File: config.mk
export PLATFORM = sky130hd
export DESIGN_NAME = ifu_errdp
export DESIGN_NICKNAME = d
export VERILOG_FILES = /design/src/source/errdp_pkg.sv /design/src/source/icache_parity_check.sv /design/src/source/err_addr_capture.sv /design/src/source/asi_read_path.sv /design/src/source/ifu_errdp.sv
export SDC_FILE = /design/constraint.sdc
export NUM_CORES = 1
export LEC_CHECK = 0
export BUFFER_PORTS_ARGS = -buffer_cell sky130_fd_sc_hd__buf_2
export CAP_MARGIN = 10
export CORE_MARGIN = 8
export CORE_UTILIZATION = 32
export CTS_BUF_LIST = sky130_fd_sc_hd__clkbuf_4
export CTS_CLUSTER_SIZE = 8
export DETAILED_ROUTE_END_ITERATION = 6
export GPL_TIMING_DRIVEN = 0
export PLACE_DENSITY = 0.52
export SETUP_SLACK_MARGIN = 0.3
export SYNTH_ARGS = -nofsm -noshare
export SYNTH_HDL_FRONTEND = slang
export SYNTH_SLANG_ARGS = --single-unit
File: constraint.sdc
create_clock -name rclk -period 1.7 [get_ports rclk]
set_clock_uncertainty 0.1 [all_clocks]
set_input_delay 0.085 -clock rclk [delete_from_list [all_inputs] [get_ports rclk]]
set_output_delay 0.085 -clock rclk [all_outputs]
set_load 0.1 [all_outputs]
File: src/source/errdp_pkg.sv
// shared widths for the fetch error datapath
// select codes for error address, ASI source, error and misc reads
// error address word, read as a plain address or as an IRF record

package errdp_pkg;

   // ---------------------------------------------------------------------------
   // widths
   // ---------------------------------------------------------------------------
   localparam int IC_TAG_W   = 28;
   localparam int IC_WAY_W   = IC_TAG_W + 1;
   localparam int IC_WAYS    = 4;
   localparam int INST_W     = 34;
   localparam int EADDR_W    = 44;
   localparam int PC_W       = 48;
   localparam int ASI_W      = 64;
   localparam int IMASK_W    = 39;
   localparam int IRF_W      = 8;
   localparam int EADR_SEL_W = 3;

   // diagnostic read fields and select widths
   localparam int TAG_RD_W   = 32;
   localparam int ERREN_W    = 2;
   localparam int ERRSTAT_W  = 23;
   localparam int ERRINJ_W   = 32;
   localparam int SEL_W      = 2;

   // ---------------------------------------------------------------------------
   // select codes
   // ---------------------------------------------------------------------------
   // per-thread error address source
   localparam logic [EADR_SEL_W-1:0] EADR_HOLD = 3'd0;
   localparam logic [EADR_SEL_W-1:0] EADR_IRF  = 3'd1;
   localparam logic [EADR_SEL_W-1:0] EADR_LSU  = 3'd2;
   localparam logic [EADR_SEL_W-1:0] EADR_PC   = 3'd3;
   localparam logic [EADR_SEL_W-1:0] EADR_ASI  = 3'd4;

   // final load data source
   localparam logic [SEL_W-1:0] ASI_SRC_ERR  = 2'd0;
   localparam logic [SEL_W-1:0] ASI_SRC_MISC = 2'd1;
   localparam logic [SEL_W-1:0] ASI_SRC_ICD  = 2'd2;
   localparam logic [SEL_W-1:0] ASI_SRC_ZERO = 2'd3;

   // error register read
   localparam logic [SEL_W-1:0] ERR_SEL_EN   = 2'd0;
   localparam logic [SEL_W-1:0] ERR_SEL_STAT = 2'd1;
   localparam logic [SEL_W-1:0] ERR_SEL_INJ  = 2'd2;
   localparam logic [SEL_W-1:0] ERR_SEL_ADDR = 2'd3;

   // misc read
   localparam logic [SEL_W-1:0] MISC_SEL_TAG   = 2'd0;
   localparam logic [SEL_W-1:0] MISC_SEL_IMASK = 2'd1;
   localparam logic [SEL_W-1:0] MISC_SEL_ZERO  = 2'd2;

   // IRF error record, packed into the low bits of an error address
   typedef struct packed {
      logic [23:0]      pad_hi;
      logic [IRF_W-1:0] synd;
      logic [3:0]       pad_lo;
      logic [IRF_W-1:0] regnum;
   } irf_rec_t;

   typedef union packed {
      logic [EADDR_W-1:0] addr;
      irf_rec_t           irf;
   } err_addr_u;

endpackage

File: src/source/icache_parity_check.sv
// icache tag and valid staging
// per-way tag parity, fetch and next-instruction parity
// tag word for diagnostic reads of one way

`timescale 1ns/100ps

module icache_parity_check (
   input  logic                                                     rclk,
   input  logic                                                     arst_n,
   input  logic [errdp_pkg::IC_WAYS-1:0][errdp_pkg::IC_WAY_W-1:0]  ict_tags,
   input  logic [errdp_pkg::IC_WAYS-1:0]                            icv_valid,
   input  logic [errdp_pkg::INST_W-1:0]                             fetch_data,
   input  logic [errdp_pkg::INST_W-1:0]                             top_data,
   input  logic [errdp_pkg::SEL_W-1:0]                              asi_way,
   output logic [errdp_pkg::IC_WAYS-1:0]                            tag_pe,
   output logic                                                     fetch_pe,
   output logic                                                     nir_pe,
   output logic [errdp_pkg::TAG_RD_W-1:0]                           tag_asi_data
);

   logic [errdp_pkg::IC_WAYS-1:0][errdp_pkg::IC_WAY_W-1:0] tags_q;
   logic [errdp_pkg::IC_WAYS-1:0]                          valid_q;
   logic [errdp_pkg::IC_WAY_W-1:0]                         way_tag;

   // ---------------------------------------------------------------------------
   // tags
   // ---------------------------------------------------------------------------
   // tags land one cycle after the array read
   always_ff @(posedge rclk or negedge arst_n) begin
      if (!arst_n) begin
         tags_q  <= '0;
         valid_q <= '0;
      end else begin
         tags_q  <= ict_tags;
         valid_q <= icv_valid;
      end
   end

   // even parity over tag plus stored parity bit
   for (genvar w = 0; w < errdp_pkg::IC_WAYS; w++) begin : g_tag_par
      assign tag_pe[w] = ^tags_q[w];
   end

   // valid, 0, parity, 0, then the tag itself
   assign way_tag = tags_q[asi_way];
   assign tag_asi_data = {valid_q[asi_way],
                          1'b0,
                          way_tag[errdp_pkg::IC_TAG_W],
                          1'b0,
                          way_tag[errdp_pkg::IC_TAG_W-1:0]};

   // ---------------------------------------------------------------------------
   // instruction words
   // ---------------------------------------------------------------------------
   // checked in the same cycle as the words arrive
   assign fetch_pe = ^fetch_data;
   assign nir_pe   = ^top_data;

endmodule

File: src/source/err_addr_capture.sv
// staging of IRF, LSU and fetch PC error sources
// per-thread error address registers with encoded source select
// error address read for the diagnostic ASI path

`timescale 1ns/100ps

module err_addr_capture #(
   parameter int NUM_THREADS = 4
) (
   input  logic                                                      rclk,
   input  logic                                                      arst_n,
   input  logic [errdp_pkg::IRF_W-1:0]                               irf_err_reg,
   input  logic [errdp_pkg::IRF_W-1:0]                               irf_err_synd,
   input  logic [errdp_pkg::EADDR_W-1:0]                             lsu_err_addr,
   input  logic [errdp_pkg::PC_W-1:0]                                fetch_pc,
   input  logic [errdp_pkg::PC_W-1:0]                                asi_wr_data,
   input  logic [NUM_THREADS-1:0][errdp_pkg::EADR_SEL_W-1:0]         eadr_sel,
   input  logic [errdp_pkg::SEL_W-1:0]                               asi_thread,
   output logic [errdp_pkg::EADDR_W-1:0]                             err_addr_read
);

   logic [errdp_pkg::IRF_W-1:0]   irf_reg_d;
   logic [errdp_pkg::IRF_W-1:0]   irf_reg_q;
   logic [errdp_pkg::IRF_W-1:0]   irf_synd_q;
   logic [errdp_pkg::EADDR_W-1:0] lsu_q;
   logic [errdp_pkg::EADDR_W-1:0] pc_s1;
   logic [errdp_pkg::EADDR_W-1:0] pc_d1;
   errdp_pkg::err_addr_u          irf_rec;
   logic [errdp_pkg::EADDR_W-1:0] eadr_q [NUM_THREADS];

   // ---------------------------------------------------------------------------
   // source staging
   // ---------------------------------------------------------------------------
   // register number bit 4 is corrected when bits 5 and 3 are both set
   assign irf_reg_d = {irf_err_reg[7:5],
                       irf_err_reg[4] ^ (irf_err_reg[5] & irf_err_reg[3]),
                       irf_err_reg[3:0]};

   // IRF and LSU sources, one stage
   always_ff @(posedge rclk or negedge arst_n) begin
      if (!arst_n) begin
         irf_reg_q  <= '0;
         irf_synd_q <= '0;
         lsu_q      <= '0;
      end else begin
         irf_reg_q  <= irf_reg_d;
         irf_synd_q <= irf_err_synd;
         lsu_q      <= lsu_err_addr;
      end
   end

   // fetch PC goes through two stages, only 47:4 is kept
   always_ff @(posedge rclk or negedge arst_n) begin
      if (!arst_n) begin
         pc_s1 <= '0;
         pc_d1 <= '0;
      end else begin
         pc_s1 <= fetch_pc[errdp_pkg::PC_W-1:4];
         pc_d1 <= pc_s1;
      end
   end

   // syndrome and register number in the low address bits
   always_comb begin
      irf_rec.irf.pad_hi = '0;
      irf_rec.irf.synd   = irf_synd_q;
      irf_rec.irf.pad_lo = '0;
      irf_rec.irf.regnum = irf_reg_q;
   end

   // ---------------------------------------------------------------------------
   // per-thread error address
   // ---------------------------------------------------------------------------
   for (genvar t = 0; t < NUM_THREADS; t++) begin : g_thr
      logic [errdp_pkg::EADDR_W-1:0] eadr_nxt;

      always_comb begin
         case (eadr_sel[t])
            errdp_pkg::EADR_IRF: eadr_nxt = irf_rec.addr;
            errdp_pkg::EADR_LSU: eadr_nxt = lsu_q;
            errdp_pkg::EADR_PC:  eadr_nxt = pc_d1;
            errdp_pkg::EADR_ASI: eadr_nxt = asi_wr_data[errdp_pkg::PC_W-1:4];
            // hold, and any unused code
            default:             eadr_nxt = eadr_q[t];
         endcase
      end

      always_ff @(posedge rclk or negedge arst_n) begin
         if (!arst_n) begin
            eadr_q[t] <= '0;
         end else begin
            eadr_q[t] <= eadr_nxt;
         end
      end
   end

   // thread select for the ASI read, out of range threads read zero
   always_comb begin
      err_addr_read = '0;
      for (int t = 0; t < NUM_THREADS; t++) begin
         if (int'(asi_thread) == t) begin
            err_addr_read = eadr_q[t];
         end
      end
   end

endmodule

File: src/source/asi_read_path.sv
// instruction mask register
// error, misc and cache data word formatting for ASI loads
// registered load data to the LSU

`timescale 1ns/100ps

module asi_read_path #(
   parameter int NUM_THREADS = 4
) (
   input  logic                               rclk,
   input  logic                               arst_n,
   input  logic [errdp_pkg::PC_W-1:0]         asi_wr_data,
   input  logic                               ld_imask,
   input  logic [errdp_pkg::ERREN_W-1:0]      erren_data,
   input  logic [errdp_pkg::ERRSTAT_W-1:0]    errstat_data,
   input  logic [errdp_pkg::ERRINJ_W-1:0]     errinj_data,
   input  logic [errdp_pkg::EADDR_W-1:0]      err_addr_read,
   input  logic [errdp_pkg::TAG_RD_W-1:0]     tag_asi_data,
   input  logic [errdp_pkg::INST_W-1:0]       icd_asi_data,
   input  logic [errdp_pkg::SEL_W-1:0]        asi_src_sel,
   input  logic [errdp_pkg::SEL_W-1:0]        err_sel,
   input  logic [errdp_pkg::SEL_W-1:0]        misc_sel,
   output logic [errdp_pkg::ASI_W-1:0]        ldxa_data,
   output logic [errdp_pkg::IMASK_W-1:0]      imask
);

   // sized zero fills of the formatted words
   localparam int TAG_PAD_W  = errdp_pkg::ASI_W - errdp_pkg::TAG_RD_W - 3;
   localparam int ICD_PAD_W  = errdp_pkg::ASI_W - errdp_pkg::INST_W;
   localparam int ADDR_PAD_W = errdp_pkg::ASI_W - errdp_pkg::EADDR_W - 4;

   logic [errdp_pkg::ASI_W-1:0] err_word;
   logic [errdp_pkg::ASI_W-1:0] misc_word;
   logic [errdp_pkg::ASI_W-1:0] icd_word;
   logic [errdp_pkg::ASI_W-1:0] ldxa_nxt;

   // ---------------------------------------------------------------------------
   // instruction mask
   // ---------------------------------------------------------------------------
   always_ff @(posedge rclk or negedge arst_n) begin
      if (!arst_n) begin
         imask <= '0;
      end else if (ld_imask) begin
         imask <= asi_wr_data[errdp_pkg::IMASK_W-1:0];
      end
   end

   // ---------------------------------------------------------------------------
   // read word formatting
   // ---------------------------------------------------------------------------
   // error registers
   always_comb begin
      case (err_sel)
         errdp_pkg::ERR_SEL_EN:   err_word = {{(errdp_pkg::ASI_W-errdp_pkg::ERREN_W){1'b0}},
                                              erren_data};
         errdp_pkg::ERR_SEL_STAT: err_word = {32'b0, errstat_data, 9'b0};
         errdp_pkg::ERR_SEL_INJ:  err_word = {32'b0, errinj_data};
         default:                 err_word = {{ADDR_PAD_W{1'b0}}, err_addr_read, 4'b0};
      endcase
   end

   // tag upper nibble sits at 34:31, three zero bits below it
   always_comb begin
      case (misc_sel)
         errdp_pkg::MISC_SEL_TAG:   misc_word = {{TAG_PAD_W{1'b0}},
                                                 tag_asi_data[31:28],
                                                 3'b0,
                                                 tag_asi_data[27:0]};
         errdp_pkg::MISC_SEL_IMASK: misc_word = {{(errdp_pkg::ASI_W-errdp_pkg::IMASK_W){1'b0}},
                                                 imask};
         errdp_pkg::MISC_SEL_ZERO:  misc_word = '0;
         default:                   misc_word = '0;
      endcase
   end

   // parity bit of the cache word moves above the data
   assign icd_word = {{ICD_PAD_W{1'b0}},
                      icd_asi_data[0],
                      icd_asi_data[errdp_pkg::INST_W-1:1]};

   // ---------------------------------------------------------------------------
   // load data
   // ---------------------------------------------------------------------------
   always_comb begin
      case (asi_src_sel)
         errdp_pkg::ASI_SRC_ERR:  ldxa_nxt = err_word;
         errdp_pkg::ASI_SRC_MISC: ldxa_nxt = misc_word;
         errdp_pkg::ASI_SRC_ICD:  ldxa_nxt = icd_word;
         errdp_pkg::ASI_SRC_ZERO: ldxa_nxt = '0;
         default:                 ldxa_nxt = '0;
      endcase
   end

   // one cycle to the LSU
   always_ff @(posedge rclk or negedge arst_n) begin
      if (!arst_n) begin
         ldxa_data <= '0;
      end else begin
         ldxa_data <= ldxa_nxt;
      end
   end

endmodule

File: src/source/ifu_errdp.sv
// fetch error datapath top level
// icache parity checks, per-thread error addresses, ASI read path

`timescale 1ns/100ps

module ifu_errdp #(
   parameter int NUM_THREADS = 4
) (
   input  logic                                                     rclk,
   input  logic                                                     arst_n,
   // icache and instruction words
   input  logic [errdp_pkg::IC_WAYS-1:0][errdp_pkg::IC_WAY_W-1:0]  ict_tags,
   input  logic [errdp_pkg::IC_WAYS-1:0]                            icv_valid,
   input  logic [errdp_pkg::INST_W-1:0]                             fetch_data,
   input  logic [errdp_pkg::INST_W-1:0]                             top_data,
   input  logic [errdp_pkg::INST_W-1:0]                             icd_asi_data,
   // error sources
   input  logic [errdp_pkg::EADDR_W-1:0]                            lsu_err_addr,
   input  logic [errdp_pkg::PC_W-1:0]                               fetch_pc,
   input  logic [errdp_pkg::IRF_W-1:0]                              irf_err_reg,
   input  logic [errdp_pkg::IRF_W-1:0]                              irf_err_synd,
   input  logic [errdp_pkg::PC_W-1:0]                               asi_wr_data,
   // selects
   input  logic [NUM_THREADS-1:0][errdp_pkg::EADR_SEL_W-1:0]        eadr_sel,
   input  logic                                                     ld_imask,
   input  logic [errdp_pkg::SEL_W-1:0]                              asi_src_sel,
   input  logic [errdp_pkg::SEL_W-1:0]                              err_sel,
   input  logic [errdp_pkg::SEL_W-1:0]                              misc_sel,
   input  logic [errdp_pkg::SEL_W-1:0]                              asi_thread,
   input  logic [errdp_pkg::SEL_W-1:0]                              asi_way,
   // error control register contents
   input  logic [errdp_pkg::ERREN_W-1:0]                            erren_data,
   input  logic [errdp_pkg::ERRSTAT_W-1:0]                          errstat_data,
   input  logic [errdp_pkg::ERRINJ_W-1:0]                           errinj_data,
   // results
   output logic [errdp_pkg::IC_WAYS-1:0]                            tag_pe,
   output logic                                                     fetch_pe,
   output logic                                                     nir_pe,
   output logic [errdp_pkg::ASI_W-1:0]                              ldxa_data,
   output logic [errdp_pkg::IMASK_W-1:0]                            imask
);

   logic [errdp_pkg::TAG_RD_W-1:0] tag_asi_data;
   logic [errdp_pkg::EADDR_W-1:0]  err_addr_read;

   icache_parity_check u_parity (
      .rclk         (rclk),
      .arst_n       (arst_n),
      .ict_tags     (ict_tags),
      .icv_valid    (icv_valid),
      .fetch_data   (fetch_data),
      .top_data     (top_data),
      .asi_way      (asi_way),
      .tag_pe       (tag_pe),
      .fetch_pe     (fetch_pe),
      .nir_pe       (nir_pe),
      .tag_asi_data (tag_asi_data)
   );

   err_addr_capture #(
      .NUM_THREADS (NUM_THREADS)
   ) u_eadr (
      .rclk          (rclk),
      .arst_n        (arst_n),
      .irf_err_reg   (irf_err_reg),
      .irf_err_synd  (irf_err_synd),
      .lsu_err_addr  (lsu_err_addr),
      .fetch_pc      (fetch_pc),
      .asi_wr_data   (asi_wr_data),
      .eadr_sel      (eadr_sel),
      .asi_thread    (asi_thread),
      .err_addr_read (err_addr_read)
   );

   asi_read_path #(
      .NUM_THREADS (NUM_THREADS)
   ) u_asi (
      .rclk          (rclk),
      .arst_n        (arst_n),
      .asi_wr_data   (asi_wr_data),
      .ld_imask      (ld_imask),
      .erren_data    (erren_data),
      .errstat_data  (errstat_data),
      .errinj_data   (errinj_data),
      .err_addr_read (err_addr_read),
      .tag_asi_data  (tag_asi_data),
      .icd_asi_data  (icd_asi_data),
      .asi_src_sel   (asi_src_sel),
      .err_sel       (err_sel),
      .misc_sel      (misc_sel),
      .ldxa_data     (ldxa_data),
      .imask         (imask)
   );

endmodule

## Word level (Yosys, flattened, before mapping)

Index checks and enable logic that the tools add are counted.

- Input bits: 460
- Logic and storage cells: 73
- Bits in registers: 547

- Bitwise operators: 2
- Reduce and logical (&&, ||, !) cells: 14
- Equality and inequality tests: 25
- Muxes and demuxes: 15
- $lt $le $gt $ge: 1

Operators by type and width:

| operator | number |
|---|---|
| $pmux 44 s4 | 4 |
| $pmux 64 s4 | 1 |
| $mux 44 | 4 |
| $pmux 48 s3 | 1 |
| $reduce_xor 29->1 | 4 |
| $pmux 39 s2 | 1 |
| $reduce_xor 34->1 | 2 |
| $bmux 29 s2 | 1 |
| $mux 29 | 1 |
| $eq 3x2->1 const B | 8 |
| $reduce_bool 4->1 | 4 |
| $eq 3x1->1 const B | 4 |
| $eq 3x3->1 const B | 4 |
| $eq 2x2->1 const B | 5 |
| $eq 2x1->1 const B | 4 |
| $logic_not 2->1 | 4 |
| $lt 2x3->1 const B | 1 |
| $bmux 1 s2 | 1 |
| $and 1x1->1 | 1 |
| $mux 1 | 1 |
| $xor 1x1->1 | 1 |

## Logic depth before layout (Yosys ltp)

- Depth in word-level cells: 7
- Mapped depth: 9

## Hierarchy

A second synthesis with hierarchy kept.

- Cells, all modules: 2387
- Area, all modules: 27751.6 um2

By module, submodules not included:

| module | times used | cells each | area an instance (um2) |
|---|---|---|---|
| err_addr_capture | 1 | 1673 | 18011.0 |
| icache_parity_check | 1 | 335 | 5292.6 |
| asi_read_path | 1 | 379 | 4448.0 |

## Worst setup path after synthesis

Ideal clock, no wire load.

- Kind: reg-to-output
- From: reg u_parity.tags_q[21] (netlist bit)
- To: out tag_pe[0] (netlist bit)
- Data arrival time: 2.528 ns
- Slack: -1.013 ns
- Buffers on the path: 0
- Cell stages (with the launch flop): 6
- Path through: dfrtp_1 > xor2_1 > xnor2_1 > xnor2_1 > xnor2_1 > xnor2_1

- Word-level cells in the longest chain between the ends: 1

Ends and longest elaborated chain:

| item | line | text |
|---|---|---|
| from (decl) | icache_parity_check.sv:21 | `logic [errdp_pkg::IC_WAYS-1:0][errdp_pkg::IC_WAY_W-1:0] tags_q;` |
| from (signal assigned) | icache_parity_check.sv:34 | `tags_q <= ict_tags;` |
| $reduce_xor 29->1 | icache_parity_check.sv:41 | `assign tag_pe[w] = ^tags_q[w];` |
| to (decl) | ifu_errdp.sv:36 | `output logic [errdp_pkg::IC_WAYS-1:0] tag_pe,` |

Every way passes these cells.

## Final worst setup path

- From: reg u_parity.tags_q[63] (netlist bit)
- To: out tag_pe[2] (netlist bit)

The elaborated chain is that of the path after synthesis.

==> results.py <==
metrics = {
    "setup_path": {
        "end_kind": "output port",
        "worstPathArrival_ps": 2830,
        "worstReg2RegStart": "u_eadr.eadr_q[1]",
        "critPathMaxFanout": 2,
        "worstReg2RegEnd": "u_asi.ldxa_data[5]",
        "cp.required_ps": 1510,
        "r2r_slack_ps": -360,
        "worstSetupPathType": "flop to output port",
        "startpoint_type": "flop",
        "reg2reg_depth": 3,
    },
    "die": {
        "ioPinCount": 569,
        "start_util": 0.321,
        "die_x_um": 302,
        "die_h_um": 302,
        "core_um2": 81500,
        "num_rows": 105,
        "die_area_um2": 91200,
    },
    "global_route": {
        "first_global_vias": 29300,
        "antenna_found_initial": 16,
        "grtUsageTotal": 0.291,
        "grt_overflow": 0,
        "grt_pass1_wl_um": 195000,
        "grt_max_degree": 120,
    },
    "sta": {
        "tightest_slew_ps": 1250,
        "final.min_clock_period_ps": 3020,
        "rsz0062_at_grt": "yes",
        "fin_hold_ws_ps": -3.36,
        "drv_slew": 0,
        "finalWorstSetupSlack_ps": -1320,
        "finalSetupViolCount": 131,
        "slew-limit-headroom": 0.166,
        "hold_viol": 1,
        "fmax_mhz": 331,
        "finalCritPeriodShare": 1.78,
    },
    "cells_and_area": {
        "drive_gt1_frac": 0.373,
        "mostFrequentLayoutCell": "dlygate4sd3_1",
        "final_cell_mix": "753 x dlygate4sd3_1, 482 x buf_2, 480 x dfrtp_1",
        "area_growth_pct": 66.0,
        "final_nets": 4238,
        "utilization": 0.533,
    },
    "clock_tree": {
        "path_clk_slew_ps": 80,
        "cts_tree": "done",
        "clockBufferDepth": 3,
        "root_buffer": "clkbuf_4",
        "cts_max_level": 4,
        "clk_latency_ps": 1040,
        "cts_sinks": 531,
        "cts_buffers": 154,
    },
    "routing": {
        "top_layer_used": "met5",
        "wl_per_cell_um": 27.8,
        "drc": 5,
        "met2_length_um": 66000,
        "wl_met3_um": 12300,
        "vias_per_cell": 5.43,
        "drt-met1-wl_um": 50700,
        "drt_wl_total_um": 139000,
        "drtIter0Drc": 2547,
        "route.antenna.remaining_nets": 0,
        "first_pass_iters": 7,
        "vias": 27100,
    },
    "run_status": {
        "status": "complete, but fails checks",
        "violations": "DRC, hold timing, setup timing",
    },
    "worst_hold_path": {
        "hp-class": "primary input to asynchronous set/reset pin",
    },
    "flow_run": {
        "max_cap_violations": 0,
    },
    "yosys": {
        "yosys.area.top_type_share": 0.508,
        "ys_seq_area_frac": 0.508,
        "synth_cell_types": 53,
        "syn_area_um2": 26200,
        "synth_ff_type": "dfrtp_1",
        "avgSynthCellArea_um2": 11.9,
        "ys_ff_latch": 531,
        "yosysWarnings": 0,
        "synth_area_leader_cell": "dfrtp_1",
        "syn_inst": 2205,
        "synth_area_leaders": "dfrtp_1 51%, mux4_2 6.5%, mux2i_1 5.6%",
        "synth_edf_count": 0,
        "postSynth.asyncResetShare": 1.00,
    },
    "placed_design": {
        "numPortBuffers": 536,
        "globalplace.congestion": 0.926,
        "dp_hpwl_um": 90400,
    },
    "power_and_ir_drop": {
        "ir_drop_mv": 1.34,
        "power_density_nw_per_um2": 966,
        "p_total_mw": 42.0,
        "power.leakage_nw": 19.2,
    },
}
[layout make-up]
type                            count  area, um2
Clock inverter                     55        290
Fill cell                        7014      38000
Clock buffer                      218       1640
Sequential cell                   531      13400
Inverter                           12       45.0
Tap cell                         1070       1340
Buffer                            194       1140
Timing Repair Buffer             1402      12700
Multi-Input combinational cell   1483      12800
Antenna cell                       13       32.5
[synth_stat cells (all sizes together) (13+ instances only)]
master / number
buf: 113
a22o: 18
clkbuf: 81
nor2b: 22
mux2: 124
xor2: 24
a221oi: 117
o221ai: 13
a31oi: 92
dfrtp: 531
nand2: 228
a211oi: 14
mux2i: 146
o21ai: 56
a22oi: 24
a21oi: 69
o31ai: 23
o22ai: 14
mux4: 78
nand2b: 25
xnor2: 155
nor2: 140
a221o: 22
[routing by layer]
layer / vias to the layer above / GRT usage
met5: - / 0
met4: 4 / 0.189
met3: 531 / 0.0780
met2: 1763 / 0.475
met1: 13400 / 0.338
li1: 11400 / -
[registers in the layout (all words and copies together), names as in the netlist]
signal and count:
u_asi.imask 39, u_asi.ldxa_data 48, u_eadr.eadr_q 176, u_eadr.irf_reg_q 8, u_eadr.irf_synd_q 8, u_eadr.lsu_q 44
u_eadr.pc_d1 44, u_eadr.pc_s1 44, u_parity.tags_q 116, u_parity.valid_q 4
[critical path, cell delays in order, from the launching register on]
cell and delay [ps]:
dfrtp_1 450, xnor2_2 300, xnor2_2 150, xnor2_2 280
xnor2_4 160, xnor2_4 240, buf_12 200
[power breakdown]
part / switching [mW] / total [mW] / internal (mW)
combinational: 8.21 / 14.8 / 6.57
sequential: 1.09 / 14.8 / 13.7
clock: 6.34 / 12.4 / 6.02
[cell families after synthesis]
group / count (synthesis) / synth area share
flops: 531 / 0.508
simple gates: 440 / 0.0713
buf+inv: 206 / 0.0392
other cells: 1 / 0.000143
xor+xnor: 181 / 0.0619
mux: 348 / 0.177
compound gates: 498 / 0.143
[worst max path at each step]
stage,start,to,slack (ps),cells past startpoint
after global routing,u_parity.tags_q[63],tag_pe[2],-1480,6
after floorplan,u_parity.tags_q[21],tag_pe[0],-130,5
after global placement,arst_n,u_asi.imask[33],-11820,1
after detailed placement,err_sel[1],u_asi.ldxa_data[34],-960,7
after CTS,u_parity.tags_q[12],tag_pe[0],-1370,6
final,u_parity.tags_q[63],tag_pe[2],-1320,6
[repair_timing]
item / 4_1_cts / 5_1_grt
hold buffers: 767 / 12
pin swaps: 80 / 33
resized for setup: 460 / 238
gates cloned: 0 / 3
hold endpoints to repair: 1017 / 231
buffers inserted: 76 / 11
endpoints found under the setup margin: 134 / 833
[per-stage QoR]
stage          TNS (ps)  instances  setup WS (ps)  area [um2]  hold slack [ps]
2_1_floorplan      -731       2220           -128       26400             -311
3_3_place_gp   -5797450       3826         -11820       30400             92.7
3_5_place_dp     -86580       3831           -956       30600             -145
4_1_cts         -110740       4947          -1370       42600            -42.6
5_1_grt          -24760       4978          -1480       43400             5.59
6_report         -16750       4978          -1320       43400            -3.36
Note: power is estimated with default switching activity, not from simulation.
